`src/verilog/mfpu_pkg.sv`:
```
// Shared widths, encodings and packed structs of the integer SIMD
// multiply-and-merge lane unit
`default_nettype none

package mfpu_pkg;

  localparam int unsigned ElenWidth = 64;
  localparam int unsigned StrbWidth = ElenWidth / 8;
  localparam int unsigned NrVInsn   = 8;

  typedef logic [ElenWidth-1:0]       elen_t;
  typedef logic [StrbWidth-1:0]       strb_t;
  typedef logic [$clog2(NrVInsn)-1:0] vid_t;
  typedef logic [8:0]                 vlen_t;
  typedef logic [7:0]                 vaddr_t;

  // Element width, log2 of the element size in bytes
  typedef enum logic [1:0] {
    EW8  = 2'd0,
    EW16 = 2'd1,
    EW32 = 2'd2,
    EW64 = 2'd3
  } vew_e;

  typedef enum logic [1:0] {
    VMUL   = 2'd0,
    VMACC  = 2'd1,
    VMERGE = 2'd2
  } mfpu_op_e;

  typedef struct packed {
    vid_t       id;
    mfpu_op_e   op;
    vew_e       vew;
    vlen_t      vl;
    logic [4:0] vd;
    logic       vm;          // Unmasked instruction
    logic       use_scalar;
    elen_t      scalar_op;
    logic       use_vs1;
    logic       use_vs2;
    logic       use_vd;
  } mfpu_insn_t;

  // One word operation in flight; the pipeline returns its result in a
  typedef struct packed {
    mfpu_op_e op;
    vew_e     vew;
    elen_t    a;
    elen_t    b;
    elen_t    c;
    strb_t    mask;
  } mfpu_beat_t;

  typedef struct packed {
    vid_t   id;
    vaddr_t addr;
    elen_t  wdata;
    strb_t  be;
  } mfpu_result_t;

  function automatic vlen_t elems_per_word(vew_e vew);
    return vlen_t'(StrbWidth) >> vew;
  endfunction

  // Byte enables covering the first cnt elements of a word
  function automatic strb_t elem_be(vlen_t cnt, vew_e vew);
    logic [11:0] nbytes;
    strb_t       be;
    nbytes = {3'b000, cnt} << vew;
    for (int b = 0; b < StrbWidth; b++) begin
      be[b] = (nbytes > b);
    end
    return be;
  endfunction

endpackage

`default_nettype wire

```
`src/verilog/mfpu_issue.sv`:
```
// Issue stage. Collects the operand words and mask of the issue head,
// replicates the scalar and hands one beat per word to the pipeline.
`timescale 1ns/1ps
`default_nettype none

module mfpu_issue (
  input  logic                  clk_i,
  input  logic                  rst_ni,
  input  mfpu_pkg::mfpu_insn_t  insn_i,
  input  logic                  insn_valid_i,
  input  mfpu_pkg::elen_t [2:0] operand_i,
  input  logic [2:0]            operand_valid_i,
  output logic [2:0]            operand_ready_o,
  input  mfpu_pkg::strb_t       mask_i,
  input  logic                  mask_valid_i,
  output logic                  mask_ready_o,
  output mfpu_pkg::mfpu_beat_t  beat_o,
  output logic                  beat_valid_o,
  input  logic                  beat_ready_i,
  output logic                  insn_done_o
);
  import mfpu_pkg::*;

  logic [2:0] used;
  logic       operands_valid;
  logic       fire;
  vlen_t      epw;
  vlen_t      remaining;
  vlen_t      issue_n;
  vlen_t      cnt_q;
  logic       fresh_q;
  elen_t      scalar;

  // Queues 0, 1 and 2 carry vs1, vs2 and vd
  assign used           = {insn_i.use_vd, insn_i.use_vs2, insn_i.use_vs1};
  assign operands_valid = &(operand_valid_i | ~used) && (mask_valid_i || insn_i.vm);
  assign beat_valid_o   = insn_valid_i && operands_valid;
  assign fire           = beat_valid_o && beat_ready_i;

  assign operand_ready_o = fire ? used : 3'b000;
  assign mask_ready_o    = fire && !insn_i.vm;

  // Elements left to issue, taken from vl on the first beat of a head
  assign epw         = elems_per_word(insn_i.vew);
  assign remaining   = fresh_q ? insn_i.vl : cnt_q;
  assign issue_n     = (remaining < epw) ? remaining : epw;
  assign insn_done_o = fire && (remaining <= epw);

  always_comb begin
    case (insn_i.vew)
      EW8:     scalar = {8{insn_i.scalar_op[7:0]}};
      EW16:    scalar = {4{insn_i.scalar_op[15:0]}};
      EW32:    scalar = {2{insn_i.scalar_op[31:0]}};
      default: scalar = insn_i.scalar_op;
    endcase
  end

  always_comb begin
    beat_o.op  = insn_i.op;
    beat_o.vew = insn_i.vew;
    beat_o.a   = insn_i.use_scalar ? scalar : operand_i[0];
    beat_o.b   = operand_i[1];
    beat_o.c   = operand_i[2];
    // Unmasked instructions see all mask bits set, tail elements none
    beat_o.mask = (insn_i.vm ? {StrbWidth{1'b1}} : mask_i) & elem_be(issue_n, insn_i.vew);
  end

  always_ff @(posedge clk_i or negedge rst_ni) begin
    if (!rst_ni) begin
      cnt_q   <= '0;
      fresh_q <= 1'b1;
    end else if (fire) begin
      cnt_q   <= remaining - issue_n;
      fresh_q <= insn_done_o;
    end
  end

endmodule

`default_nettype wire

```
`config.mk`:
```
export PLATFORM = sky130hd
export DESIGN_NAME = mfpu_issue
export DESIGN_NICKNAME = d
export VERILOG_FILES = /design/src/verilog/mfpu_pkg.sv /design/src/verilog/mfpu_issue.sv
export SDC_FILE = /design/constraint.sdc
export NUM_CORES = 1
export LEC_CHECK = 0
export ABC_AREA = 1
export BUFFER_PORTS_ARGS = -buffer_cell sky130_fd_sc_hd__buf_4
export CAP_MARGIN = 0
export CORE_AREA = 3 3 196 198
export DETAILED_ROUTE_END_ITERATION = 6
export DIE_AREA = 0 0 199 201
export GPL_TIMING_DRIVEN = 0
export MAX_ROUTING_LAYER = met4
export PLACE_DENSITY_LB_ADDON = 0.2
export SYNTH_ARGS = -nofsm -noshare
export SYNTH_HDL_FRONTEND = slang
export SYNTH_SLANG_ARGS = --single-unit
```
`constraint.sdc`:
```
create_clock -name clk_i -period 4.1 [get_ports clk_i]
set_clock_uncertainty 0.1 [all_clocks]
set_input_delay 0 -clock clk_i [delete_from_list [all_inputs] [get_ports clk_i]]
set_output_delay 0 -clock clk_i [all_outputs]
set_load 0.01 [all_outputs]
```
==> impl_metrics.py <==
metrics = {
    "pwr": {
        "ir_drop_v": 0.000128,
        "p_total_mw": 1.65,
        "p_leak_nw": 3.85,
        "p_per_area_nw_per_um2": 227,
    },
    "worst_setup_path": {
        "crit_path_max_fanout": 8,
        "r2r_slack_ns": 0.37,
        "worst_setup_path_start_kind": "flip-flop",
        "reg2reg_from": "fresh_q",
        "critical_path.startpoint": "fresh_q",
        "cp.arrival_ns": 3.73,
        "required_ns": 4.10,
        "worstSetupPathType": "reg2reg",
        "endpoint": "cnt_q[8]",
        "r2r-end": "cnt_q[8]",
        "rr_worst_depth": 18,
        "end_kind": "flip-flop",
    },
    "synthesis": {
        "syn_nets": 964,
        "synthTopCellsByCount": "nand2_1 (164), buf_4 (132), o21ai_0 (67)",
        "yosys-top-cells-area": "buf_4 (26%), nand2_1 (16%), o21ai_0 (8.9%)",
        "netlist_area_um2": 3780,
        "synthCells": 658,
        "ys_warn_count": 0,
        "synth_edf_count": 0,
        "seq_area_frac_synth_pct": 6.66,
        "synthDistinctLibCells": 41,
        "synth_top_cell_by_area": "buf_4",
        "syn_avg_cell_area_um2": 5.74,
        "ys_seq_elements": 10,
        "async_flop_share_pct": 100,
        "yosysTopAreaCellShare_pct": 26.2,
        "yosysMostFrequentCell": "nand2_1",
        "dominantRegCellSynth": "dfrtp_1",
    },
    "place": {
        "gp_congestion": 0.757,
        "dp_hpwl_mm": 22.7,
        "dp.cells": 1493,
        "post-place-ws_ns": 0.107,
        "portBuffers": 367,
    },
    "cts": {
        "cts.sinks": 10,
        "cts-buffers-inserted": 3,
        "cts_tree": "done",
        "clock_latency_ns": 0.24,
        "clk_path_buf_depth": 2,
        "clkTransAtPathRegs_ns": 0.04,
        "htree_levels": 1,
        "root_buffer": "clkbuf_16",
    },
    "layout": {
        "nets": 1341,
        "fill_cells": 4203,
        "stdcell_count": 1503,
        "syn_to_final_growth_pct": 91.9,
        "drive_gt1_share_pct": 54.4,
        "utilization_pct": 19.8,
    },
    "drt": {
        "first_pass_iters": 4,
        "wl_per_cell_um": 17.2,
        "ant_nets": 0,
        "vias_per_cell": 3.66,
        "wl_mm": 25.8,
        "drc": 0,
        "drt_first_iter_violations": 217,
        "via_count": 5502,
    },
    "sta": {
        "finalHoldWorstSlack_ns": 0.0544,
        "worstMarginPinSlew_ns": 0.842,
        "period_minus_slack_ns": 3.73,
        "slew_viol_final": 0,
        "fmax_mhz": 268,
        "setup_violations": 0,
        "slew-limit-headroom_pct": 43.7,
        "fin_crit_sh_pct": 90.9,
        "fin_ws_ns": 0.372,
        "hold_viol": 0,
    },
    "floorplan": {
        "die_area_um2": 40000,
        "boundaryPins": 508,
        "dieHeight_um": 201,
        "core_area_um2": 36700,
        "die_x_um": 199,
        "start_util_pct": 10.3,
        "num_rows": 70,
    },
    "job": {
        "drv_cap": 0,
    },
    "global_route": {
        "grt_usage_pct": 12.3,
        "grt.overflow.total": 0,
        "grt_max_degree": 11,
        "grt_use_met1_pct": 14.3,
        "grt_busiest_layer": "met2",
        "grt_pass1_vias": 5703,
        "grt_pass1_wl_mm": 35.8,
        "grtUsageMet2_pct": 22.8,
        "gr-usage-met3_pct": 1.54,
        "antenna_found_initial": 1,
    },
    "hold_path": {
        "min-delay-path-class": "in2async",
    },
    "run_status": {
        "status": "finished clean",
    },
}
[per-stage QoR]
step                      TNS (ns)  cell area [um^2]
after floorplan                  0              3780
after global routing      -0.00588              7250
after global placement           0              7120
after CTS                        0              7210
after detailed placement         0              7120
final                            0              7250
[logic make-up (layout without fill, tap and decap cells)]
group	after synthesis	in the layout	synth area share, %
AO/OA/AOI/OAI	138	138	19.8
AND/OR/NAND/NOR	291	291	34.8
flip-flops	10	10	6.66
other	0	1	0
multiplexers	1	1	0.265
XOR/XNOR	3	3	0.695
adder cells (fa/ha/maj)	8	8	2.85
buffers and inverters	207	583	34.9
[state kept, by name (all words and copies together) (netlist names)]
register and cells:
cnt_q 9, fresh_q 1
[cells in the final DEF, fill, tap and decap left out, drive strengths merged]
cell and n:
buf 510, nand2 188, o21ai 72, nor2 60, inv 43, a21oi 42, nand3 32, clkbuf 25
a31oi 9, dfrtp 9, o211ai 9, ha 7, clkinv 4, or2 3, nand4 3, nand3b 2
o21a 2, o21bai 2, xor2 2, nor3 2, diode 1, mux2i 1, o22ai 1, nor4 1
a221oi 1, xnor2 1, fa 1, dfstp 1, dlygate4sd3 1
[repair_timing]
| item | in CTS | in global routing |
|---|---|---|
| setup buffers | 0 | 4 |
| resized for setup | 0 | 3 |
| hold buffers | 1 | 0 |
| endpoints found under the hold margin | 10 | 0 |
| endpoints found under the setup margin | 0 | 4 |
[how the worst min path moves through the flow]
| stage | to | slack [ns] | cells after the start | from |
|---|---|---|---|---|
| 2_1_floorplan | cnt_q[0] | -0.40 | 0 | rst_ni |
| 5_1_grt | cnt_q[1] | 0.07 | 2 | rst_ni |
| 3_5_place_dp | cnt_q[8] | -0.25 | 1 | rst_ni |
| 6_report | cnt_q[3] | 0.05 | 2 | rst_ni |
| 4_1_cts | cnt_q[3] | 0.06 | 2 | rst_ni |
| 3_3_place_gp | cnt_q[7] | -0.26 | 1 | rst_ni |
[metal layers]
| layer | wire (um) | share of wire, % | up-vias |
|---|---|---|---|
| li1 | - | - | 2749 |
| met1 | 10300 | 40 | 2492 |
| met2 | 13600 | 53 | 253 |
| met3 | 1580 | 6.1 | 8 |
| met4 | 289 | 1.1 | 0 |
| met5 | 0 | 0 | - |
[power breakdown]
group	internal [mW]	switching, mW	total [mW]	leakage (nW)
logic	0.610	0.698	1.31	3.69
clock network	0.130	0.0457	0.176	0.0382
registers	0.144	0.0203	0.165	0.121
[worst max-delay path: stages (launching register included)]
cell and delay [ns]:
dfstp_2 0.53, inv_2 0.08, or2_2 0.27, o21ai_0 0.18, inv_2 0.13, ha_1 0.26, nor3_4 0.36, nand2_4 0.14
nand2_1 0.12, nand2_1 0.09, ha_1 0.22, fa_1 0.38, nor2_1 0.13, o21ai_0 0.12, nand2_1 0.14, nor2_1 0.07
nand2_1 0.07, xnor2_1 0.11, o21ai_0 0.08
[layout make-up]
class | instances | area [um^2] | share of cell area [%]
clock buffers | 4 | 78.8 | 1.09
multi-input cells | 441 | 2220 | 30.6
inverters | 47 | 181 | 2.50
plain buffers | 160 | 1140 | 15.7
well taps | 468 | 586 | 8.07
flip-flops and latches | 10 | 251 | 3.47
diodes | 1 | 2.50 | 0.0345
repair buffers | 372 | 2800 | 38.5
(Power assumes the default switching activity.)
