--- config.mk ---
export PLATFORM = sky130hd
export DESIGN_NAME = mfpu_writeback
export DESIGN_NICKNAME = d
export VERILOG_FILES = /design/src/verilog/mfpu_pkg.sv /design/src/verilog/mfpu_writeback.sv
export SDC_FILE = /design/constraint.sdc
export NUM_CORES = 1
export LEC_CHECK = 0
export BUFFER_PORTS_ARGS = -buffer_cell sky130_fd_sc_hd__buf_2
export CORE_AREA = 2 2 150 152
export CTS_CLUSTER_DIAMETER = 100
export DETAILED_ROUTE_END_ITERATION = 10
export DIE_AREA = 0 0 152 154
export GPL_ROUTABILITY_DRIVEN = 0
export GPL_TIMING_DRIVEN = 1
export PLACE_DENSITY_LB_ADDON = 0.1
export SLEW_MARGIN = 10
export SYNTH_ARGS = -nofsm -noshare
export SYNTH_HDL_FRONTEND = slang
export SYNTH_SLANG_ARGS = --single-unit
--- constraint.sdc ---
create_clock -name clk_i -period 4.8 [get_ports clk_i]
set_input_delay 0.96 -clock clk_i [delete_from_list [all_inputs] [get_ports clk_i]]
set_output_delay 0.96 -clock clk_i [all_outputs]
set_load 0.01 [all_outputs]
--- src/verilog/mfpu_pkg.sv ---
// Shared widths, encodings and packed structs of the integer SIMD
// multiply-and-merge lane unit
`default_nettype none

package mfpu_pkg;

  localparam int unsigned ElenWidth = 64;
  localparam int unsigned StrbWidth = ElenWidth / 8;
  localparam int unsigned NrVInsn   = 8;

  typedef logic [ElenWidth-1:0]       elen_t;
  typedef logic [StrbWidth-1:0]       strb_t;
  typedef logic [$clog2(NrVInsn)-1:0] vid_t;
  typedef logic [8:0]                 vlen_t;
  typedef logic [7:0]                 vaddr_t;

  // Element width, log2 of the element size in bytes
  typedef enum logic [1:0] {
    EW8  = 2'd0,
    EW16 = 2'd1,
    EW32 = 2'd2,
    EW64 = 2'd3
  } vew_e;

  typedef enum logic [1:0] {
    VMUL   = 2'd0,
    VMACC  = 2'd1,
    VMERGE = 2'd2
  } mfpu_op_e;

  typedef struct packed {
    vid_t       id;
    mfpu_op_e   op;
    vew_e       vew;
    vlen_t      vl;
    logic [4:0] vd;
    logic       vm;          // Unmasked instruction
    logic       use_scalar;
    elen_t      scalar_op;
    logic       use_vs1;
    logic       use_vs2;
    logic       use_vd;
  } mfpu_insn_t;

  // One word operation in flight; the pipeline returns its result in a
  typedef struct packed {
    mfpu_op_e op;
    vew_e     vew;
    elen_t    a;
    elen_t    b;
    elen_t    c;
    strb_t    mask;
  } mfpu_beat_t;

  typedef struct packed {
    vid_t   id;
    vaddr_t addr;
    elen_t  wdata;
    strb_t  be;
  } mfpu_result_t;

  function automatic vlen_t elems_per_word(vew_e vew);
    return vlen_t'(StrbWidth) >> vew;
  endfunction

  // Byte enables covering the first cnt elements of a word
  function automatic strb_t elem_be(vlen_t cnt, vew_e vew);
    logic [11:0] nbytes;
    strb_t       be;
    nbytes = {3'b000, cnt} << vew;
    for (int b = 0; b < StrbWidth; b++) begin
      be[b] = (nbytes > b);
    end
    return be;
  endfunction

endpackage

`default_nettype wire

--- src/verilog/mfpu_writeback.sv ---
// Processing stage. Turns each pipeline result into a register-file write
// with address and byte enables for the processing head.
`timescale 1ns/1ps
`default_nettype none

module mfpu_writeback #(
  parameter int unsigned VRegWords = 8
) (
  input  logic                   clk_i,
  input  logic                   rst_ni,
  input  mfpu_pkg::mfpu_insn_t   insn_i,
  input  logic                   insn_valid_i,
  input  mfpu_pkg::mfpu_beat_t   beat_i,
  input  logic                   valid_i,
  output logic                   ready_o,
  output mfpu_pkg::mfpu_result_t result_o,
  output logic                   result_valid_o,
  input  logic                   result_ready_i,
  output logic                   insn_done_o
);
  import mfpu_pkg::*;

  vlen_t epw;
  vlen_t remaining;
  vlen_t proc_n;
  vlen_t word_idx;
  vlen_t cnt_q;
  logic  fresh_q;
  logic  fire;
  strb_t keep;

  assign result_valid_o = valid_i && insn_valid_i;
  assign ready_o        = result_ready_i && insn_valid_i;
  assign fire           = result_valid_o && result_ready_i;

  assign epw         = elems_per_word(insn_i.vew);
  assign remaining   = fresh_q ? insn_i.vl : cnt_q;
  assign proc_n      = (remaining < epw) ? remaining : epw;
  assign insn_done_o = fire && (remaining <= epw);

  // Words already written, as element count divided by elements per word
  assign word_idx = (insn_i.vl - remaining) >> (2'd3 - insn_i.vew);

  // Each byte takes the mask bit of the first byte of its element.
  // Merge writes every active element whatever its mask bit
  always_comb begin
    for (int b = 0; b < StrbWidth; b++) begin
      case (insn_i.vew)
        EW8:     keep[b] = beat_i.mask[b];
        EW16:    keep[b] = beat_i.mask[b & ~1];
        EW32:    keep[b] = beat_i.mask[b & ~3];
        default: keep[b] = beat_i.mask[0];
      endcase
      if (insn_i.vm || insn_i.op == VMERGE) begin
        keep[b] = 1'b1;
      end
    end
  end

  always_comb begin
    result_o.id    = insn_i.id;
    result_o.addr  = vaddr_t'(insn_i.vd) * vaddr_t'(VRegWords) + vaddr_t'(word_idx);
    result_o.wdata = beat_i.a;
    result_o.be    = elem_be(proc_n, insn_i.vew) & keep;
  end

  always_ff @(posedge clk_i or negedge rst_ni) begin
    if (!rst_ni) begin
      cnt_q   <= '0;
      fresh_q <= 1'b1;
    end else if (fire) begin
      cnt_q   <= remaining - proc_n;
      fresh_q <= insn_done_o;
    end
  end

endmodule

`default_nettype wire

==> parameters.txt <==
Parameter                              Value

Route
  Initial DRC count    50
  Routed wire length    9350 um
  Antenna-violating nets left    0
  Number of vias per cell    3.51
  Average wire length per cell after detail routing    13.7 um
  Number of detailed-route iterations in the first pass    4
  Total number of vias    2390
  DRC errors left    0

Min path
  Classification of the worst-slack hold path    reg2reg

CTS
  CTS max path bufs    2
  CTS Buf Count    3
  Sinks on the clock net    10
  Clock tree from TritonCTS    built
  Clk_lat worst skew    0.24 ns
  Number of hold-repair buffers added at the cts stage    0
  Clock edge transition at the registers on the reported setup and hold paths    0.04 ns
  # H-tree levels    1
  Cell at the root of the clock tree    sky130_fd_sc_hd__clkbuf_16

STA
  Total negative slack for setup checks    -0.384 ns
  Max Fclk    200 MHz
  Final critical-path setup slack    -0.207 ns
  Final setup vio count    2
  Worst Skew    0.00301 ns
  Final number of hold-violating endpoints    0
  Time the worst path needs with I/O delays and setup    5.01 ns
  Transition time of the tightest slew-check pin    0.652 ns
  Fin crit share    1.04
  Unrepaired setup endpoints after global routing    true
  Relative slew slack    0.564
  Slew Limit Fails    0

Synthesis
  Synthesized area per cell    7.66 sq um
  YS warnings    0
  Unique cell type count in the Yosys netlist    49
  Async S/R FF share, synth    1.00
  Syn Inst Count    330
  Net count after synthesis    656
  Sequential share of the synthesized area    0.0996
  Primary flip-flop cell chosen by synthesis mapping    sky130_fd_sc_hd__dfrtp_1
  Synthesized flop and latch total    10
  Netlist Area Pre-Place    2530 sq um
  Number of flops mapped to enable cells by yosys    0

Layout
  Filler cell count    2473
  Layout Area Growth over Synthesis    47.8%
  Post-Layout Cell Count    680
  Number of nets in the layout    727
  Final cell utilization of the core    0.172
  Diode count    0
  Fraction of layout instances using a drive strength above 1    0.520

Global route
  Wire length of the first global-routing pass    14900 um
  Pin count of the biggest net entering global routing    21
  GRT Total Usage    0.0790
  Number of antenna violations at the first check in global routing    0
  Congestion Overflow GR    0
  Via count of the first global-routing pass    2545

Status
  Violated checks    setup timing
  Outcome    complete, but fails checks

Die
  Die height    154 um
  Floorplan Core Area    21700 sq um
  Count of boundary I/O pins    385
  Initial Utilization    0.116
  Number of cell rows    54
  Die Outline Area    23400 sq um
  Chip Width    152 um

Pwr
  Leakage power total    1.67 nW
  Total power per unit cell area    744 nW/um^2
  Worst-case vdd ir drop    0.120 mV

Critical path
  CP required    3.84 ns
  Type of element capturing the critical path    output pin
  Worst Path Max Fanout    3
  Setup CP Type    in2out
  Crit start category    primary input
  Arrival time at the worst endpoint    4.05 ns

Job
  Max Cap Viol    0

Place
  Buffers on Ports    50
  DP Wirelength    7880 um
  Post-placement cell count    647
## cell families (layout without fill, tap and decap cells)
family,after synthesis,in the layout,synth area share
multiplexers,23,23,0.112
AO/OA/AOI/OAI,70,70,0.184
buffers and inverters,103,173,0.256
adder cells (fa/ha/maj),27,27,0.143
flip-flops,10,10,0.0996
AND/OR/NAND/NOR,80,80,0.148
XOR/XNOR,17,17,0.0589
## what timing repair did
action,in CTS,in global routing
endpoints found under the setup margin,9,13
gates resized for setup,47,29
pin swaps,33,23
setup buffers,22,11
## area by class of cell
cell class                 instances  area (sq um)  area share
clock buffer                       4          78.8      0.0211
timing repair buffer             142          1020       0.272
inverter                          27           106      0.0285
sequential                        10           251      0.0674
tap                              280           350      0.0938
multi-input combinational        217          1930       0.517
## metal layers
metal / wire, um / vias up / global-route usage
met5: 0 / - / 0
met4: 44 / 0 / 0.0147
met2: 3700 / 95 / 0.110
li1: - / 1202 / -
met1: 4520 / 1081 / 0.110
met3: 1090 / 12 / 0.0392
## flip-flops by register name (all words and copies together) (netlist names)
| signal | flops |
|---|---|
| cnt_q | 9 |
| fresh_q | 1 |
## worst max-delay path, stage by stage
cell,delay (ns)
sky130_fd_sc_hd__buf_8,0.10
sky130_fd_sc_hd__mux2i_4,0.15
sky130_fd_sc_hd__inv_2,0.09
sky130_fd_sc_hd__ha_4,0.17
sky130_fd_sc_hd__fa_2,0.37
sky130_fd_sc_hd__nor2b_2,0.13
sky130_fd_sc_hd__o21ai_2,0.09
sky130_fd_sc_hd__a21oi_4,0.19
sky130_fd_sc_hd__nor4_4,0.08
sky130_fd_sc_hd__nor2_2,0.13
sky130_fd_sc_hd__inv_1,0.05
sky130_fd_sc_hd__mux4_2,0.48
sky130_fd_sc_hd__fa_2,0.39
sky130_fd_sc_hd__inv_1,0.06
sky130_fd_sc_hd__a21o_1,0.12
sky130_fd_sc_hd__a21oi_2,0.06
sky130_fd_sc_hd__xnor2_1,0.16
sky130_fd_sc_hd__xnor2_1,0.13
sky130_fd_sc_hd__buf_2,0.14
## synth_stat cells (4+ instances only)
| library cell | count | share of area |
|---|---|---|
| sky130_fd_sc_hd__ha_1 | 24 | 0.12 |
| sky130_fd_sc_hd__mux2i_1 | 17 | 0.067 |
| sky130_fd_sc_hd__buf_4 | 67 | 0.20 |
| sky130_fd_sc_hd__clkbuf_1 | 8 | 0.012 |
| sky130_fd_sc_hd__a22oi_1 | 4 | 0.012 |
| sky130_fd_sc_hd__nand2_1 | 32 | 0.048 |
| sky130_fd_sc_hd__a21o_1 | 6 | 0.018 |
| sky130_fd_sc_hd__nor2_1 | 20 | 0.030 |
| sky130_fd_sc_hd__o21ai_0 | 22 | 0.044 |
| sky130_fd_sc_hd__nor2b_1 | 5 | 0.012 |
| sky130_fd_sc_hd__or3_1 | 4 | 0.0099 |
| sky130_fd_sc_hd__a21oi_1 | 16 | 0.032 |
| sky130_fd_sc_hd__a211oi_1 | 4 | 0.012 |
| sky130_fd_sc_hd__inv_1 | 26 | 0.039 |
| sky130_fd_sc_hd__dfrtp_1 | 9 | 0.089 |
| sky130_fd_sc_hd__xor2_1 | 6 | 0.021 |
| sky130_fd_sc_hd__xnor2_1 | 11 | 0.038 |
## power breakdown
part	switching [W]	internal, W	leakage [nW]
clock	0.0000388	0.000111	0.0382
sequential	0.0000382	0.000127	0.124
combinational	0.00112	0.00134	1.51
total	0.00120	0.00158	1.67
## stage by stage
step / area [sq um] / setup WS [ns] / power (W) / hold WS [ns]
finish: 3730 / -0.207 / 0.00278 / 0.485
global route: 3730 / -0.401 / 0.00308 / 0.553
CTS: 3560 / -0.356 / 0.00266 / 0.488
detailed placement: 3090 / -0.520 / 0.00213 / 0.479
global placement: 3090 / -0.534 / 0.00213 / 0.471
floorplan: 2550 / -0.00777 / 0.00133 / 0.449
## layout by cell type, fill, tap and decap left out, types with 3 or more instances in the layout
cell	instances
sky130_fd_sc_hd__or3_1	3
sky130_fd_sc_hd__nand2_1	31
sky130_fd_sc_hd__ha_4	6
sky130_fd_sc_hd__mux2i_2	6
sky130_fd_sc_hd__mux2i_4	5
sky130_fd_sc_hd__xor2_1	5
sky130_fd_sc_hd__mux2i_1	7
sky130_fd_sc_hd__clkbuf_16	4
sky130_fd_sc_hd__a211oi_2	4
sky130_fd_sc_hd__a21oi_1	10
sky130_fd_sc_hd__a21oi_2	5
sky130_fd_sc_hd__mux4_2	3
sky130_fd_sc_hd__o21ai_0	19
sky130_fd_sc_hd__ha_1	16
sky130_fd_sc_hd__dfrtp_1	9
sky130_fd_sc_hd__a21o_1	6
sky130_fd_sc_hd__buf_6	9
sky130_fd_sc_hd__buf_4	82
sky130_fd_sc_hd__inv_2	3
sky130_fd_sc_hd__buf_2	48
sky130_fd_sc_hd__nor2_1	18
sky130_fd_sc_hd__o21ai_2	3
sky130_fd_sc_hd__xnor2_1	9
sky130_fd_sc_hd__a22oi_1	4
sky130_fd_sc_hd__inv_1	22
sky130_fd_sc_hd__nor2b_1	3
## path summary, 6_finish.rpt
path	startpoint	endpoint	slack [ns]	cells after the start
setup / recovery	insn_i[74]	result_o[79]	-0.21	19
hold / removal	cnt_q[1]$_DFFE_PN0P_	cnt_q[1]$_DFFE_PN0P_	0.48	2
setup reg to reg	fresh_q$_DFFE_PN1P_	cnt_q[8]$_DFFE_PN0P_	0.39	20
hold reg to reg	cnt_q[1]$_DFFE_PN0P_	cnt_q[1]$_DFFE_PN0P_	0.48	2
max in group asynchronous	rst_ni	fresh_q$_DFFE_PN1P_	3.94	1
min in group asynchronous	rst_ni	cnt_q[8]$_DFFE_PN0P_	0.59	1
No activity file was read; power rests on OpenSTA's default activity.
