==> src/verilog/mfpu_result_queue.sv <==
// Small circular FIFO with a valid/ready handshake on both sides
`timescale 1ns/1ps
`default_nettype none

module mfpu_result_queue #(
  parameter int unsigned Depth     = 2,
  parameter type         payload_t = logic
) (
  input  logic     clk_i,
  input  logic     rst_ni,
  input  payload_t data_i,
  input  logic     valid_i,
  output logic     ready_o,
  output payload_t data_o,
  output logic     valid_o,
  input  logic     ready_i
);

  localparam int unsigned PtrWidth = (Depth > 1) ? $clog2(Depth) : 1;
  localparam int unsigned CntWidth = $clog2(Depth + 1);

  payload_t              mem_q [Depth];
  logic [PtrWidth-1:0]   wr_ptr_q, rd_ptr_q;
  logic [CntWidth-1:0]   cnt_q;
  logic                  push;
  logic                  pop;

  assign ready_o = (cnt_q != CntWidth'(Depth));
  assign valid_o = (cnt_q != '0);
  assign data_o  = mem_q[rd_ptr_q];
  assign push    = valid_i && ready_o;
  assign pop     = valid_o && ready_i;

  always_ff @(posedge clk_i) begin
    if (push) begin
      mem_q[wr_ptr_q] <= data_i;
    end
  end

  always_ff @(posedge clk_i or negedge rst_ni) begin
    if (!rst_ni) begin
      wr_ptr_q <= '0;
      rd_ptr_q <= '0;
      cnt_q    <= '0;
    end else begin
      if (push) begin
        wr_ptr_q <= (wr_ptr_q == PtrWidth'(Depth - 1)) ? '0 : wr_ptr_q + 1'b1;
      end
      if (pop) begin
        rd_ptr_q <= (rd_ptr_q == PtrWidth'(Depth - 1)) ? '0 : rd_ptr_q + 1'b1;
      end
      cnt_q <= cnt_q + CntWidth'(push) - CntWidth'(pop);
    end
  end

endmodule

`default_nettype wire

==> config.mk <==
export PLATFORM = sky130hd
export DESIGN_NAME = mfpu_result_queue
export DESIGN_NICKNAME = d
export VERILOG_FILES = /design/src/verilog/mfpu_result_queue.sv
export SDC_FILE = /design/constraint.sdc
export NUM_CORES = 1
export LEC_CHECK = 0
export BUFFER_PORTS_ARGS = -buffer_cell sky130_fd_sc_hd__buf_2
export CAP_MARGIN = 5
export CORE_AREA = 2 2 39 41
export CTS_BUF_LIST = sky130_fd_sc_hd__clkbuf_4 sky130_fd_sc_hd__clkbuf_8
export CTS_CLUSTER_SIZE = 24
export DETAILED_ROUTE_END_ITERATION = 10
export DIE_AREA = 0 0 41 43
export HOLD_SLACK_MARGIN = 0.02
export SLEW_MARGIN = 20
export SYNTH_ARGS = -nofsm -noshare
export SYNTH_HDL_FRONTEND = slang
export SYNTH_SLANG_ARGS = --single-unit
==> constraint.sdc <==
create_clock -name clk_i -period 3.2 [get_ports clk_i]
set_clock_uncertainty 0.15 [all_clocks]
set_input_delay 0.48 -clock clk_i [delete_from_list [all_inputs] [get_ports clk_i]]
set_output_delay 0.48 -clock clk_i [all_outputs]
set_load 0.01 [all_outputs]
==> qor.yml, run 1 <==
outcome:
  status: "complete, no violations"
timing:
  fin_setup_tns_ps: 0
  min_period_ps: 1840
  rsz0062_at_grt: "no"
  final-max-slew-violation-count: 0
  hold_viol_final: 0
  post-route-period-util_pct: 57.5
  tightest_slew_ps: 170
  relSlewSlack_pct: 88.6
  fmax_mhz: 544
  final-setup-viol-count: 0
  setup_ws_ps: 1360
power:
  ir_drop_v: 0.000320
  power.total_w: 0.000355
  powerDensity_nw_per_um2: 972
  power_leakage_nw: 0.168
global_routing:
  grt_pass1_wl_um: 627
  grt_pass1_vias: 172
  grt_max_degree: 5
  grt.total_usage_pct: 5.95
  overflow: 0
  antenna_found_initial: 0
setup_path:
  cp.arrival_ps: 1840
  end_kind: "flop"
  critPathLaunch: "cnt_q[1]"
  endpoint: "cnt_q[1]"
  crit_fanout: 3
  worstReg2RegStart: "cnt_q[1]"
  r2r_end: "cnt_q[1]"
  critPathKind: "flop to flop"
  r2r_slack_ps: 1360
  rr_worst_depth: 7
  critPathLaunchType: "flop"
  required_ps: 3200
synthesis:
  yosysTopAreaCell: "dfrtp_1"
  synth_most_common_cell: "dfrtp_1"
  seq_area_frac_synth_pct: 59.3
  synth_compound_area_share_pct: 0
  avgSynthCellArea_um2: 13.5
  synth_mux_area_share_pct: 4.17
  syn_inst: 20
  synth_xor_area_share_pct: 13.0
  ys.flop_type: "dfrtp_1"
  synth_fa_ha_area_share_pct: 9.26
  netlist_top_cells_count: "dfrtp_1 (4), xnor2_1 (3), edfxtp_1 (2), ha_1 (2)"
  synth.net_count: 27
  yosysWarnings: 0
  async_reset_ff_share_pct: 66.7
  synth.distinct_cells: 13
  synth_edf_count: 2
  synth-simple-area-share_pct: 13.0
  synth_seq_cells: 6
  syn_area_um2: 270
  synthTopCellsByArea: "dfrtp_1 (37%), edfxtp_1 (22%), xnor2_1 (9.7%)"
  synth_top_area_share_pct: 37.0
  synth_top_family_by_area: "simple AND/OR/NAND/NOR gates"
placement:
  placed_area_um2: 325
  pre_cts_ws_ps: 1370
  dp_cells: 43
  port_buffers: 7
  place.gp.congestion: 0.580
routing:
  dr.pass1.iters: 1
  via_count: 175
  ant_nets: 0
  drc_errors: 0
  vias_per_cell: 3.65
  wirelength_um: 424
  post_drt_wl_per_cell_um: 8.83
  initialDrtViolationCount: 0
job:
  maxCapViolations: 0
die:
  rows: 14
  die_h_um: 43
  dieArea_um2: 1760
  fp.coreArea_um2: 1380
  initial_core_util_pct: 19.5
  top_level_ports: 8
  fp.dieW_um: 41
clock_network:
  clkTransAtPathRegs_ps: 50
  cts_root_buffer: "clkbuf_4"
  cts_made_buffers: 3
  insertion_delay_ps: 240
  clockBufferDepth: 2
  cts.htree.levels: 1
  cts_resized: 0
  cts_tree: "done"
  clock-sinks: 6
final_layout:
  antennaDiodeCount: 0
  stdcell_area_um2: 365
  final_cells: 48
  final_nets: 40
  area_growth_pct: 35.2
  drive_gt1_share_pct: 40.6
min_path:
  hp-class: "input port to flop"
## sequential cells by signal (all words and copies together), names as in the netlist
name,count
mem_q,2
wr_ptr_q,1
rd_ptr_q,1
cnt_q,2
## worst min path at each step
stage,endpoint,depth (start not counted),slack (ps),startpoint
6_report,mem_q[1],1,280,data_i
5_1_grt,mem_q[1],1,270,data_i
4_1_cts,mem_q[1],1,270,data_i
3_5_place_dp,wr_ptr_q,1,150,rst_ni
3_3_place_gp,wr_ptr_q,1,140,rst_ni
2_1_floorplan,cnt_q[0],0,30,rst_ni
## critical path, stage by stage, from the launching register on
cell and delay, ps:
dfrtp_1 400, or2_1 250, and2_4 170, ha_1 260, inv_1 40, ha_1 170
xnor2_1 170, xnor2_1 150
## final cells by class
type                    instances  area (µm²)
fillers                       145        1020
well taps                      16        20.0
clock buffers                   4        30.0
repair buffers                  8        45.0
multi-input cells              13         106
flip-flops and latches          6         160
inverters                       1        3.75
## cells in the final DEF, fill, tap and decap left out
master         n
and2_4         1
and3_1         1
buf_2          7
clkbuf_4       4
dfrtp_1        4
dlygate4sd3_1  1
edfxtp_1       2
ha_1           2
inv_1          1
mux2_2         1
nand2_1        1
nand2b_1       1
nor2_1         1
or2_1          1
xnor2_1        3
xor2_1         1
## repair_timing
item,in CTS,in global routing
hold buffers,1,0
setup buffers,0,0
endpoints found under the hold margin,4,0
## routing by layer
layer	global-route usage [%]	part of all wire, %
met5	0	0
met4	6.00	0
met3	3.14	11
met2	6.56	38
met1	7.49	51
## logic make-up after synthesis
logic type | after synthesis
simple gates | 6
flops | 6
buf+inv | 1
mux | 1
xor+xnor | 4
fa+ha+maj | 2
## per-stage QoR
step | hold slack [ps] | utilization (%)
2_1_floorplan | 34.4 | -
3_3_place_gp | 141 | 23.5
3_5_place_dp | 148 | 23.5
4_1_cts | 270 | 26.4
5_1_grt | 274 | 26.4
6_report | 280 | 26.4
## power breakdown
group / switching [W] / internal, W / total, W
Clock: 0.0000266 / 0.0000556 / 0.0000823
Combinational: 0.0000602 / 0.0000730 / 0.000133
Sequential: 0.0000239 / 0.000116 / 0.000140
Power figures use the tool's default switching activity.
==> inputs of run 2 (changes only) <==
Clock period 3.2 ns to 1.7 ns, I/O delays scaled along.
==> run 2 against run 1 <==
Compared with the run above: the run now ends with negative setup slack left; sequential share of layout area down 7.5 points; routed wire length up 14%; combinational power rose to 3.1 times the previous value; non-clock buffer count up 5.
==> qor.yml, run 2 (synthesized netlist as in run 1, its figures left out) <==
setup_path:
  critical_path.max_stage_delay_ps: 370  # was 400 ps
  critPathKind: "flop to flop"  # unchanged
  cp_cell_sequence: "or2_4 > and2_4 > ha_4 > inv_2 > ha_4 > xnor2_2 > xnor2_1"  # was or2_1 > and2_4 > ha_1 > inv_1 > ha_1 > xnor2_1 > xnor2_1
  crit_fanout: 2  # was 3
  cpLargestDelayFamily: "simple AND/OR/NAND/NOR gates"  # was adder cells
  end_kind: "flop"  # unchanged
  critPathBufInv: 1  # unchanged
  critPathLaunchType: "flop"  # unchanged
  crit_top_cell: "ha_4"
  cp_slowest_cell: "dfrtp_1"  # unchanged
  required_ps: 1680  # was 3200 ps
  cp.arrival_ps: 1690  # was 1840 ps
timing:
  setup_ws_ps: -9.24  # was 1360 ps
  tightest_slew_ps: 135  # was 170 ps
  final-max-slew-violation-count: 0  # unchanged
  final-setup-viol-count: 1  # was 0
  relSlewSlack_pct: 90.9  # was 88.6%
  fmax_mhz: 585  # was 544 MHz
  hold_viol_final: 0  # unchanged
  holdWs_ps: 50.7  # was 280 ps
  rsz0062_at_grt: "yes"  # was no
  min_period_ps: 1710  # was 1840 ps
  post-route-period-util_pct: 101  # was 57.5%
final_layout:
  drive_gt1_share_pct: 64.9  # was 40.6%
  final_cell_mix: "buf_2 (7), buf_4 (5), clkbuf_4 (4), dfrtp_1 (4)"  # was buf_2 (7), clkbuf_4 (4), dfrtp_1 (4), xnor2_1 (3)
  reg_top3: "cnt_q: 2 flops, mem_q: 2 flops"  # unchanged
  final_nets: 45  # was 40
  final_common_cell: "buf_2"  # unchanged
  stdcell_area_um2: 440  # was 365 µm²
  antennaDiodeCount: 0  # unchanged
  area_growth_pct: 63.0  # was 35.2%
power:
  power_leakage_nw: 0.198  # was 0.168 nW
  powerDensity_nw_per_um2: 1890  # was 972 nW/µm²
  power.total_w: 0.000832  # was 0.000355 W
  ir_drop_v: 0.000888  # was 0.000320 V
placement:
  place.gp.congestion: 0.609  # was 0.580
  port_buffers: 7  # unchanged
  placed_area_um2: 368  # was 325 µm²
routing:
  met3_length_um: 67  # was 45 µm
  vias_per_cell: 3.68  # was 3.65
  dr.pass1.iters: 1  # unchanged
  ant_nets: 0  # unchanged
  wirelength_um: 482  # was 424 µm
  wl_met1_um: 202  # was 218 µm
  routed.top_layer: "met4"  # was met3
  post_drt_wl_per_cell_um: 9.09  # was 8.83 µm
  wl_met2_um: 204  # was 161 µm
  via_count: 195  # was 175
  initialDrtViolationCount: 0  # unchanged
  drc_errors: 0  # unchanged
clock_network:
  cts_made_buffers: 3  # unchanged
  cts_root_buffer: "clkbuf_4"  # unchanged
  cts.htree.levels: 1  # unchanged
  cts_tree: "done"  # unchanged
  clock-sinks: 6  # unchanged
  insertion_delay_ps: 240  # about the same
  clkTransAtPathRegs_ps: 50  # about the same
  clockBufferDepth: 2  # unchanged
job:
  maxCapViolations: 0  # unchanged
die:
  top_level_ports: 8  # unchanged
  initial_core_util_pct: 19.5  # unchanged
  fp.coreArea_um2: 1380  # unchanged
  die_h_um: 43  # unchanged
  dieArea_um2: 1760  # unchanged
  rows: 14  # unchanged
  fp.dieW_um: 41  # unchanged
global_routing:
  antenna_found_initial: 0  # unchanged
  grt_pass1_vias: 210  # was 172
  overflow: 0  # unchanged
  grt.total_usage_pct: 7.68  # was 5.95%
  grt_pass1_wl_um: 828  # was 627 µm
  grt_max_degree: 5  # unchanged
outcome:
  status: "finished, violations left"  # was complete, no violations
  violations: "negative setup slack"
min_path:
  hp-class: "input port to flop"  # unchanged
-- run 2: cell count changes in the layout (fill, tap and decap cells not counted) --
cell,delta
ha_1,-2
nand2_1,-1
or2_1,-1
inv_2,+1
inv_1,-1
nand2_2,+1
xnor2_2,+1
buf_4,+5
ha_4,+2
or2_4,+1
xnor2_1,-1
-- run 2: worst paths after layout --
path / slack [ps] / cells after the start / end / startpoint
worst max-delay path: -9 / 7 / cnt_q[1] / cnt_q[0]
worst min-delay path: 50 / 1 / mem_q[0] / data_i
worst max register to register: -9 / 7 / cnt_q[1] / cnt_q[0]
worst min register to register: 330 / 1 / rd_ptr_q / rd_ptr_q
max in group asynchronous: 1080 / 2 / rd_ptr_q / rst_ni
min in group asynchronous: 190 / 2 / cnt_q[1] / rst_ni
-- run 2: metrics by stage --
stage	utilization (%)	cells	TNS (ps)	setup slack, ps
final	31.8	53	-9.24	-9.24
after global routing	31.8	53	-64.5	-64.5
after CTS	31.6	53	-15.4	-15.4
after detailed placement	26.6	48	-52.4	-52.4
after global placement	26.6	48	-49.5	-49.5
after floorplan	-	20	-53.7	-53.7
-- run 2: what timing repair did --
action                     4_1_cts  5_1_grt
buffers inserted                 0        0
gates resized for setup          4        1
hold buffers                     1        0
setup endpoints to repair        1        1
pin swaps                        0        1
hold endpoints to repair         4        0
-- run 2: final cells by class --
class | count | area (µm²)
repair buffers | 13 | 82.6
inverters | 1 | 3.75
fillers | 151 | 943
clock buffers | 4 | 30.0
multi-input cells | 13 | 144
well taps | 16 | 20.0
flip-flops and latches | 6 | 160
-- run 2: layer usage --
layer,global-route usage (%),up-vias
li1,-,100
met1,7.87,85
met2,10.3,8
met3,5.24,2
met4,6.00,0
met5,0,-
-- run 2: power by group --
part | internal, W | leakage [nW] | total, W | switching, W
Combinational | 0.000252 | 0.114 | 0.000415 | 0.000163
Clock | 0.000105 | 0.0184 | 0.000162 | 0.0000572
Sequential | 0.000217 | 0.0652 | 0.000255 | 0.0000373
Total | 0.000575 | 0.198 | 0.000832 | 0.000258
