**src/verilog/mfpu_pkg.sv**
```systemverilog
// Shared widths, encodings and packed structs of the integer SIMD
// multiply-and-merge lane unit
`default_nettype none

package mfpu_pkg;

  localparam int unsigned ElenWidth = 64;
  localparam int unsigned StrbWidth = ElenWidth / 8;
  localparam int unsigned NrVInsn   = 8;

  typedef logic [ElenWidth-1:0]       elen_t;
  typedef logic [StrbWidth-1:0]       strb_t;
  typedef logic [$clog2(NrVInsn)-1:0] vid_t;
  typedef logic [8:0]                 vlen_t;
  typedef logic [7:0]                 vaddr_t;

  // Element width, log2 of the element size in bytes
  typedef enum logic [1:0] {
    EW8  = 2'd0,
    EW16 = 2'd1,
    EW32 = 2'd2,
    EW64 = 2'd3
  } vew_e;

  typedef enum logic [1:0] {
    VMUL   = 2'd0,
    VMACC  = 2'd1,
    VMERGE = 2'd2
  } mfpu_op_e;

  typedef struct packed {
    vid_t       id;
    mfpu_op_e   op;
    vew_e       vew;
    vlen_t      vl;
    logic [4:0] vd;
    logic       vm;          // Unmasked instruction
    logic       use_scalar;
    elen_t      scalar_op;
    logic       use_vs1;
    logic       use_vs2;
    logic       use_vd;
  } mfpu_insn_t;

  // One word operation in flight; the pipeline returns its result in a
  typedef struct packed {
    mfpu_op_e op;
    vew_e     vew;
    elen_t    a;
    elen_t    b;
    elen_t    c;
    strb_t    mask;
  } mfpu_beat_t;

  typedef struct packed {
    vid_t   id;
    vaddr_t addr;
    elen_t  wdata;
    strb_t  be;
  } mfpu_result_t;

  function automatic vlen_t elems_per_word(vew_e vew);
    return vlen_t'(StrbWidth) >> vew;
  endfunction

  // Byte enables covering the first cnt elements of a word
  function automatic strb_t elem_be(vlen_t cnt, vew_e vew);
    logic [11:0] nbytes;
    strb_t       be;
    nbytes = {3'b000, cnt} << vew;
    for (int b = 0; b < StrbWidth; b++) begin
      be[b] = (nbytes > b);
    end
    return be;
  endfunction

endpackage

`default_nettype wire

```
**src/verilog/mfpu_insn_queue.sv**
```systemverilog
// Instruction queue of the multiply-and-merge unit. Tracks every held
// instruction through issue, processing and commit, and reports completion.
`timescale 1ns/1ps
`default_nettype none

module mfpu_insn_queue #(
  parameter int unsigned Depth = 4
) (
  input  logic                           clk_i,
  input  logic                           rst_ni,
  input  mfpu_pkg::mfpu_insn_t           insn_i,
  input  logic                           insn_valid_i,
  output logic                           insn_ready_o,
  output mfpu_pkg::mfpu_insn_t           issue_insn_o,
  output logic                           issue_valid_o,
  input  logic                           issue_done_i,
  output mfpu_pkg::mfpu_insn_t           proc_insn_o,
  output logic                           proc_valid_o,
  input  logic                           proc_done_i,
  input  logic                           commit_gnt_i,
  output logic [mfpu_pkg::NrVInsn-1:0]   done_o
);
  import mfpu_pkg::*;

  localparam int unsigned PtrWidth = (Depth > 1) ? $clog2(Depth) : 1;
  localparam int unsigned CntWidth = $clog2(Depth + 1);

  typedef logic [PtrWidth-1:0] ptr_t;
  typedef logic [CntWidth-1:0] cnt_t;

  mfpu_insn_t insn_q [Depth];
  ptr_t       accept_ptr_q, issue_ptr_q, proc_ptr_q, commit_ptr_q;
  cnt_t       issue_cnt_q, proc_cnt_q, commit_cnt_q;
  mfpu_insn_t commit_insn;
  vlen_t      commit_epw;
  vlen_t      commit_left;
  vlen_t      commit_left_q;
  logic       commit_fresh_q;
  logic       accept;
  logic       commit_done;

  function automatic ptr_t next_ptr(ptr_t p);
    return (p == ptr_t'(Depth - 1)) ? '0 : p + 1'b1;
  endfunction

  // Every held instruction stays counted until its last word is committed
  assign insn_ready_o = (commit_cnt_q != cnt_t'(Depth));
  assign accept       = insn_valid_i && insn_ready_o;

  assign issue_insn_o  = insn_q[issue_ptr_q];
  assign issue_valid_o = (issue_cnt_q != '0);
  assign proc_insn_o   = insn_q[proc_ptr_q];
  assign proc_valid_o  = (proc_cnt_q != '0);

  // Commit head counts down granted elements, reloaded from vl when it changes
  assign commit_insn = insn_q[commit_ptr_q];
  assign commit_epw  = elems_per_word(commit_insn.vew);
  assign commit_left = commit_fresh_q ? commit_insn.vl : commit_left_q;
  assign commit_done = commit_gnt_i && (commit_left <= commit_epw);

  always_comb begin
    done_o = '0;
    if (commit_done) begin
      done_o[commit_insn.id] = 1'b1;
    end
  end

  always_ff @(posedge clk_i) begin
    if (accept) begin
      insn_q[accept_ptr_q] <= insn_i;
    end
  end

  always_ff @(posedge clk_i or negedge rst_ni) begin
    if (!rst_ni) begin
      accept_ptr_q   <= '0;
      issue_ptr_q    <= '0;
      proc_ptr_q     <= '0;
      commit_ptr_q   <= '0;
      issue_cnt_q    <= '0;
      proc_cnt_q     <= '0;
      commit_cnt_q   <= '0;
      commit_left_q  <= '0;
      commit_fresh_q <= 1'b1;
    end else begin
      if (accept) accept_ptr_q <= next_ptr(accept_ptr_q);
      if (issue_done_i) issue_ptr_q <= next_ptr(issue_ptr_q);
      if (proc_done_i) proc_ptr_q <= next_ptr(proc_ptr_q);
      if (commit_done) commit_ptr_q <= next_ptr(commit_ptr_q);
      issue_cnt_q  <= issue_cnt_q + cnt_t'(accept) - cnt_t'(issue_done_i);
      proc_cnt_q   <= proc_cnt_q + cnt_t'(accept) - cnt_t'(proc_done_i);
      commit_cnt_q <= commit_cnt_q + cnt_t'(accept) - cnt_t'(commit_done);
      if (commit_gnt_i) begin
        commit_left_q  <= commit_done ? '0 : commit_left - commit_epw;
        commit_fresh_q <= commit_done;
      end
    end
  end

endmodule

`default_nettype wire

```
**config.mk**
```make
export PLATFORM = sky130hd
export DESIGN_NAME = mfpu_insn_queue
export DESIGN_NICKNAME = d
export VERILOG_FILES = /design/src/verilog/mfpu_pkg.sv /design/src/verilog/mfpu_insn_queue.sv
export SDC_FILE = /design/constraint.sdc
export NUM_CORES = 1
export LEC_CHECK = 0
export CORE_MARGIN = 3
export CORE_UTILIZATION = 50
export DETAILED_ROUTE_END_ITERATION = 7
export DONT_BUFFER_PORTS = 1
export SYNTH_ARGS = -nofsm -noshare
export SYNTH_HDL_FRONTEND = slang
export SYNTH_SLANG_ARGS = --single-unit
```
**constraint.sdc**
```tcl
create_clock -name clk_i -period 13.12 [get_ports clk_i]
set_clock_uncertainty 0.1 [all_clocks]
set_input_delay 0.656 -clock clk_i [delete_from_list [all_inputs] [get_ports clk_i]]
set_output_delay 0.656 -clock clk_i [all_outputs]
set_load 0.03 [all_outputs]
```
==> results.md <==
Min path:
- The endpoint of the worst hold-timing path is commit_fresh_q$_DFFE_PN1P_.
- The cell depth of the worst hold path is 1.
- In this run the worst hold path is classified as input port to flip-flop.
- The start point of the worst min-delay path is commit_gnt_i.

STA:
- The actual transition at the worst max-transition pin is 1050 ps.
- The final number of hold-violating endpoints is 0.
- Setup repair after global routing left no endpoint under its margin.
- The total setup violations reported at the end of the flow is 0.
- The worst max-slew margin expressed relative to the limit is 30.0%.
- Timing would allow up to 0.180 GHz.
- The count of pins over their slew limit is 0.
- Subtracting the final worst setup slack from the clock period gives 5550 ps.
- The summed negative setup slack over all endpoints is 0 ps.
- The final critical path takes up 42.3% of the cycle.

Floorplan:
- In this run the core area contains 67 standard-cell rows.
- The vertical extent of the die is 192 um.
- The chip width is 192 um.
- The region available for standard cell placement spans 33800 um2.
- Pin placement for this block handled 287 I/O pins.
- The floorplan step defined a die boundary enclosing 36900 um2.
- The starting utilization of the core area is 51.2%.

Route:
- The antenna violation net count after detailed routing is 0.
- The number of DRC markers in iteration 0 is 499.
- The total routed wirelength is 38400 um.
- The first TritonRoute pass finished after 5 iterations.
- After detailed routing, the number of vias per cell comes to 6.43.
- In the routed design, unresolved DRC markers number 0.
- The detailed router placed 8228 vias in this run.
- The routed length per instance is 30.0 um.

Status:
- The flow ran to the end, and the final reports show no timing, DRC or antenna violations.

GRT:
- The number of global-route vias before repair was 9028.
- The pin count of the biggest net entering global routing is 56.
- The remaining global-route overflow is 0.
- The global-route wire length before repair is 57500 um.
- The initial antenna violation count is 0.
- The global router's overall resource usage is 21.2%.

Finish:
- The layout overhead on the synthesized area is 10.3%.
- The final layout net count is 918.
- The post-route netlist has 34.3% of its cells at a drive strength greater than 1.
- Once layout is complete, the utilization of the core stands at 56.5%.

Critical path:
- In this run the critical register-to-register path is captured at commit_cnt_q[1]$_DFF_PN0_.
- The critical-path maximum fanout is 25.
- The minimum setup slack among reg-to-reg paths is 8340 ps.
- The startpoint kind of the worst setup timing path is a flip-flop.
- The setup path with the least slack is of type flip-flop to output pin.
- The data arrival at the endpoint of the critical path is 4790 ps.
- The required time of the worst setup path is 12360 ps.
- The launching point of the worst reg2reg path is commit_ptr_q[0]$_DFFE_PN0P_.
- The cell depth of the worst flop-to-flop path is 15.
- The type of destination of the critical path is an output pin.

Clock network:
- The clock transition at the register clock pins on the worst setup and hold paths after CTS is 60 ps.
- Gates resized during post-CTS repair numbered 0.
- The later pin in the worst-skew pair is clocked with a latency of 510 ps.
- The buffer cell driving the clock tree root is sky130_fd_sc_hd__clkbuf_16.
- Buffers inserted during clock tree synthesis total 42.
- The depth of the CTS H-tree is 2.
- The clock net sink count is 387.
- In this run the deepest clock path goes through 3 buffers.
- TritonCTS built the clock tree.
- The buffer count from post-CTS setup fixing is 0.

Synth:
- For this run, the leading register cell type out of synthesis is sky130_fd_sc_hd__edfxtp_1.
- Of all flip-flops after synthesis, the portion carrying an async set or reset was 6.98%.
- For this run, the number of Yosys warnings is 0.
- The mean instance size in the synthesized netlist is 21.9 um2.
- The area fraction of the dominant cell type after synthesis is 62.5%.
- The register area share after synthesis is 66.4%.
- Counting flops with a built-in enable in the synthesized netlist gives 360.
- In the synthesized netlist, the number of instances is 791.
- The post-synthesis instance area is 17300 um2.
- The distinct cell type count after synthesis is 61.
- The biggest area contributor in the post-synthesis netlist is sky130_fd_sc_hd__edfxtp_1.
- The count of state elements after synthesis is 387.
- Sorting the synthesized cells by area gives the leading types as sky130_fd_sc_hd__edfxtp_1, sky130_fd_sc_hd__mux4_2, sky130_fd_sc_hd__dfrtp_1, sky130_fd_sc_hd__ha_1, sky130_fd_sc_hd__mux2i_1.
- The total nets after synthesis is 908.

Power:
- Per report_power, the combinational group accounts for 44.0% of the total.
- The design draws 5400 uW.
- In this run switching power makes up 41.6% of total power.
- Summed over all cells, the static leakage comes to 0.00607 uW.
- The internal power component is 3150 uW.
- The cell area power density is 283 nW/um2.
- Across the VDD grid, the largest voltage drop is 137 uV.
- The part of the total power dissipated in sequential elements is 35.4%.
- The relative contribution of the clock network to total power is 20.7%.
- The net switching component of the power is 2250 uW.

Place:
- The total half-perimeter wirelength after legalization and detailed placement is 24200 um.
- The count of port buffers added during placement is 0.
- The global placement routability congestion is 0.899.

Run:
- Max-cap violations in this run came to 0.
==> cells by family (layout without fill, tap and decap cells) <==
group | after synthesis | in the layout | synth area share (%)
and+or+nand+nor | 63 | 63 | 2.17
DFF | 387 | 387 | 66.4
AOI/OAI and AO/OA | 35 | 35 | 1.50
adders and majority gates | 21 | 21 | 1.69
other | 0 | 1 | 0
buffers and inverters | 68 | 108 | 1.90
xor gates and xnor gates | 8 | 8 | 0.405
muxes | 209 | 209 | 25.9
==> timing repair <==
action                     in CTS  in global routing
hold endpoints to repair       27                  0
hold buffers                    2                  0
setup endpoints to repair       0                  0
==> placed cells by master (no fill, tap or decap), types with 4 or more instances in the layout <==
master and instances:
sky130_fd_sc_hd__mux2i_1 10, sky130_fd_sc_hd__a21oi_1 4, sky130_fd_sc_hd__mux4_2 190, sky130_fd_sc_hd__and3_4 4, sky130_fd_sc_hd__xnor2_1 7, sky130_fd_sc_hd__ha_1 17
sky130_fd_sc_hd__fa_1 4, sky130_fd_sc_hd__nor2_1 8, sky130_fd_sc_hd__nand2b_1 5, sky130_fd_sc_hd__edfxtp_1 360, sky130_fd_sc_hd__inv_1 18, sky130_fd_sc_hd__nand2_1 13
sky130_fd_sc_hd__buf_4 13, sky130_fd_sc_hd__o21ai_0 5, sky130_fd_sc_hd__clkbuf_1 13, sky130_fd_sc_hd__nor2b_1 4, sky130_fd_sc_hd__or3_1 4, sky130_fd_sc_hd__nor3_1 5
sky130_fd_sc_hd__clkinv_1 7, sky130_fd_sc_hd__clkbuf_16 43, sky130_fd_sc_hd__dfrtp_4 4, sky130_fd_sc_hd__mux2_2 8, sky130_fd_sc_hd__dfrtp_1 22
==> sequential cells by signal, indices dropped and copies added (netlist names) <==
name / cells
insn_q: 360
commit_left_q: 9
commit_cnt_q: 3
issue_cnt_q: 3
proc_cnt_q: 3
accept_ptr_q: 2
commit_ptr_q: 2
issue_ptr_q: 2
proc_ptr_q: 2
commit_fresh_q: 1
==> routing by layer <==
layer	up-vias	global-route usage [%]	routed length (um)
met5	-	0	0
li1	3448	-	-
met3	53	9.00	4050
met2	290	36.1	19900
met1	4437	25.0	13600
met4	0	5.35	853
==> power by group through the flow <==
stage               Sequential, uW  Combinational (uW)  Clock (uW)
finish                        1910                2370        1120
global route                  1960                2500        1200
CTS                           1920                2410        1140
detailed placement            1950                2400           0
global placement              1920                2370           0
floorplan                     1760                2110           0
==> Yosys cell counts, types with 3 or more instances <==
cell type                  instances
sky130_fd_sc_hd__nand2b_1          5
sky130_fd_sc_hd__xnor2_1           7
sky130_fd_sc_hd__nor3_1            5
sky130_fd_sc_hd__nor4b_1           3
sky130_fd_sc_hd__buf_1            18
sky130_fd_sc_hd__clkbuf_1         24
sky130_fd_sc_hd__mux2_2            8
sky130_fd_sc_hd__o21ai_0           5
sky130_fd_sc_hd__a21oi_1           4
sky130_fd_sc_hd__mux2i_1          10
sky130_fd_sc_hd__dfrtp_1          26
sky130_fd_sc_hd__buf_6             3
sky130_fd_sc_hd__nor4_1            3
sky130_fd_sc_hd__and3_1            5
sky130_fd_sc_hd__fa_1              4
sky130_fd_sc_hd__nand2_1          13
sky130_fd_sc_hd__ha_1             17
sky130_fd_sc_hd__nor2b_1           4
sky130_fd_sc_hd__nor2_1            8
sky130_fd_sc_hd__mux4_2          190
sky130_fd_sc_hd__edfxtp_1        360
sky130_fd_sc_hd__inv_1            18
sky130_fd_sc_hd__or3_1             4
==> worst max path at each step <==
stage	from	end	slack [ps]	depth (start not counted)
final	commit_ptr_q[0]$_DFFE_PN0P_	done_o[3]	7570	11
after global routing	commit_ptr_q[0]$_DFFE_PN0P_	done_o[3]	7310	11
after CTS	commit_ptr_q[0]$_DFFE_PN0P_	done_o[3]	7520	11
after detailed placement	commit_ptr_q[0]$_DFFE_PN0P_	done_o[3]	8090	11
after global placement	commit_ptr_q[0]$_DFFE_PN0P_	done_o[3]	8180	11
after floorplan	commit_ptr_q[0]$_DFFE_PN0P_	done_o[1]	8000	13
==> final cells by class <==
| type | instances | area, um2 |
|---|---|---|
| fillers | 2468 | 14700 |
| flip-flops and latches | 387 | 11500 |
| multi-input cells | 336 | 5500 |
| clock buffers | 59 | 1170 |
| well taps | 448 | 561 |
| clock inverters | 15 | 148 |
| repair buffers | 15 | 128 |
| inverters | 19 | 73.8 |
| diodes | 1 | 2.50 |
==> worst max-delay path: stages, from the launching register on <==
cell,delay (ps)
sky130_fd_sc_hd__dfrtp_1,320
sky130_fd_sc_hd__buf_4,370
sky130_fd_sc_hd__mux4_2,570
sky130_fd_sc_hd__nand2_1,80
sky130_fd_sc_hd__a21boi_0,290
sky130_fd_sc_hd__inv_1,80
sky130_fd_sc_hd__ha_1,300
sky130_fd_sc_hd__and2b_1,210
sky130_fd_sc_hd__o32a_1,370
sky130_fd_sc_hd__a211o_1,310
sky130_fd_sc_hd__or3_1,540
sky130_fd_sc_hd__nor3_1,830
==> through the flow <==
stage	worst slack (ps)	hold slack [ps]	instances	area (um2)
CTS	7520	73.6	1279	19100
floorplan	8000	260	791	17300
global placement	8180	261	1203	17700
global route	7310	85.1	1279	19100
detailed placement	8090	261	1203	17700
finish	7570	98.5	1280	19100
No activity file was read; power rests on OpenSTA's default activity.
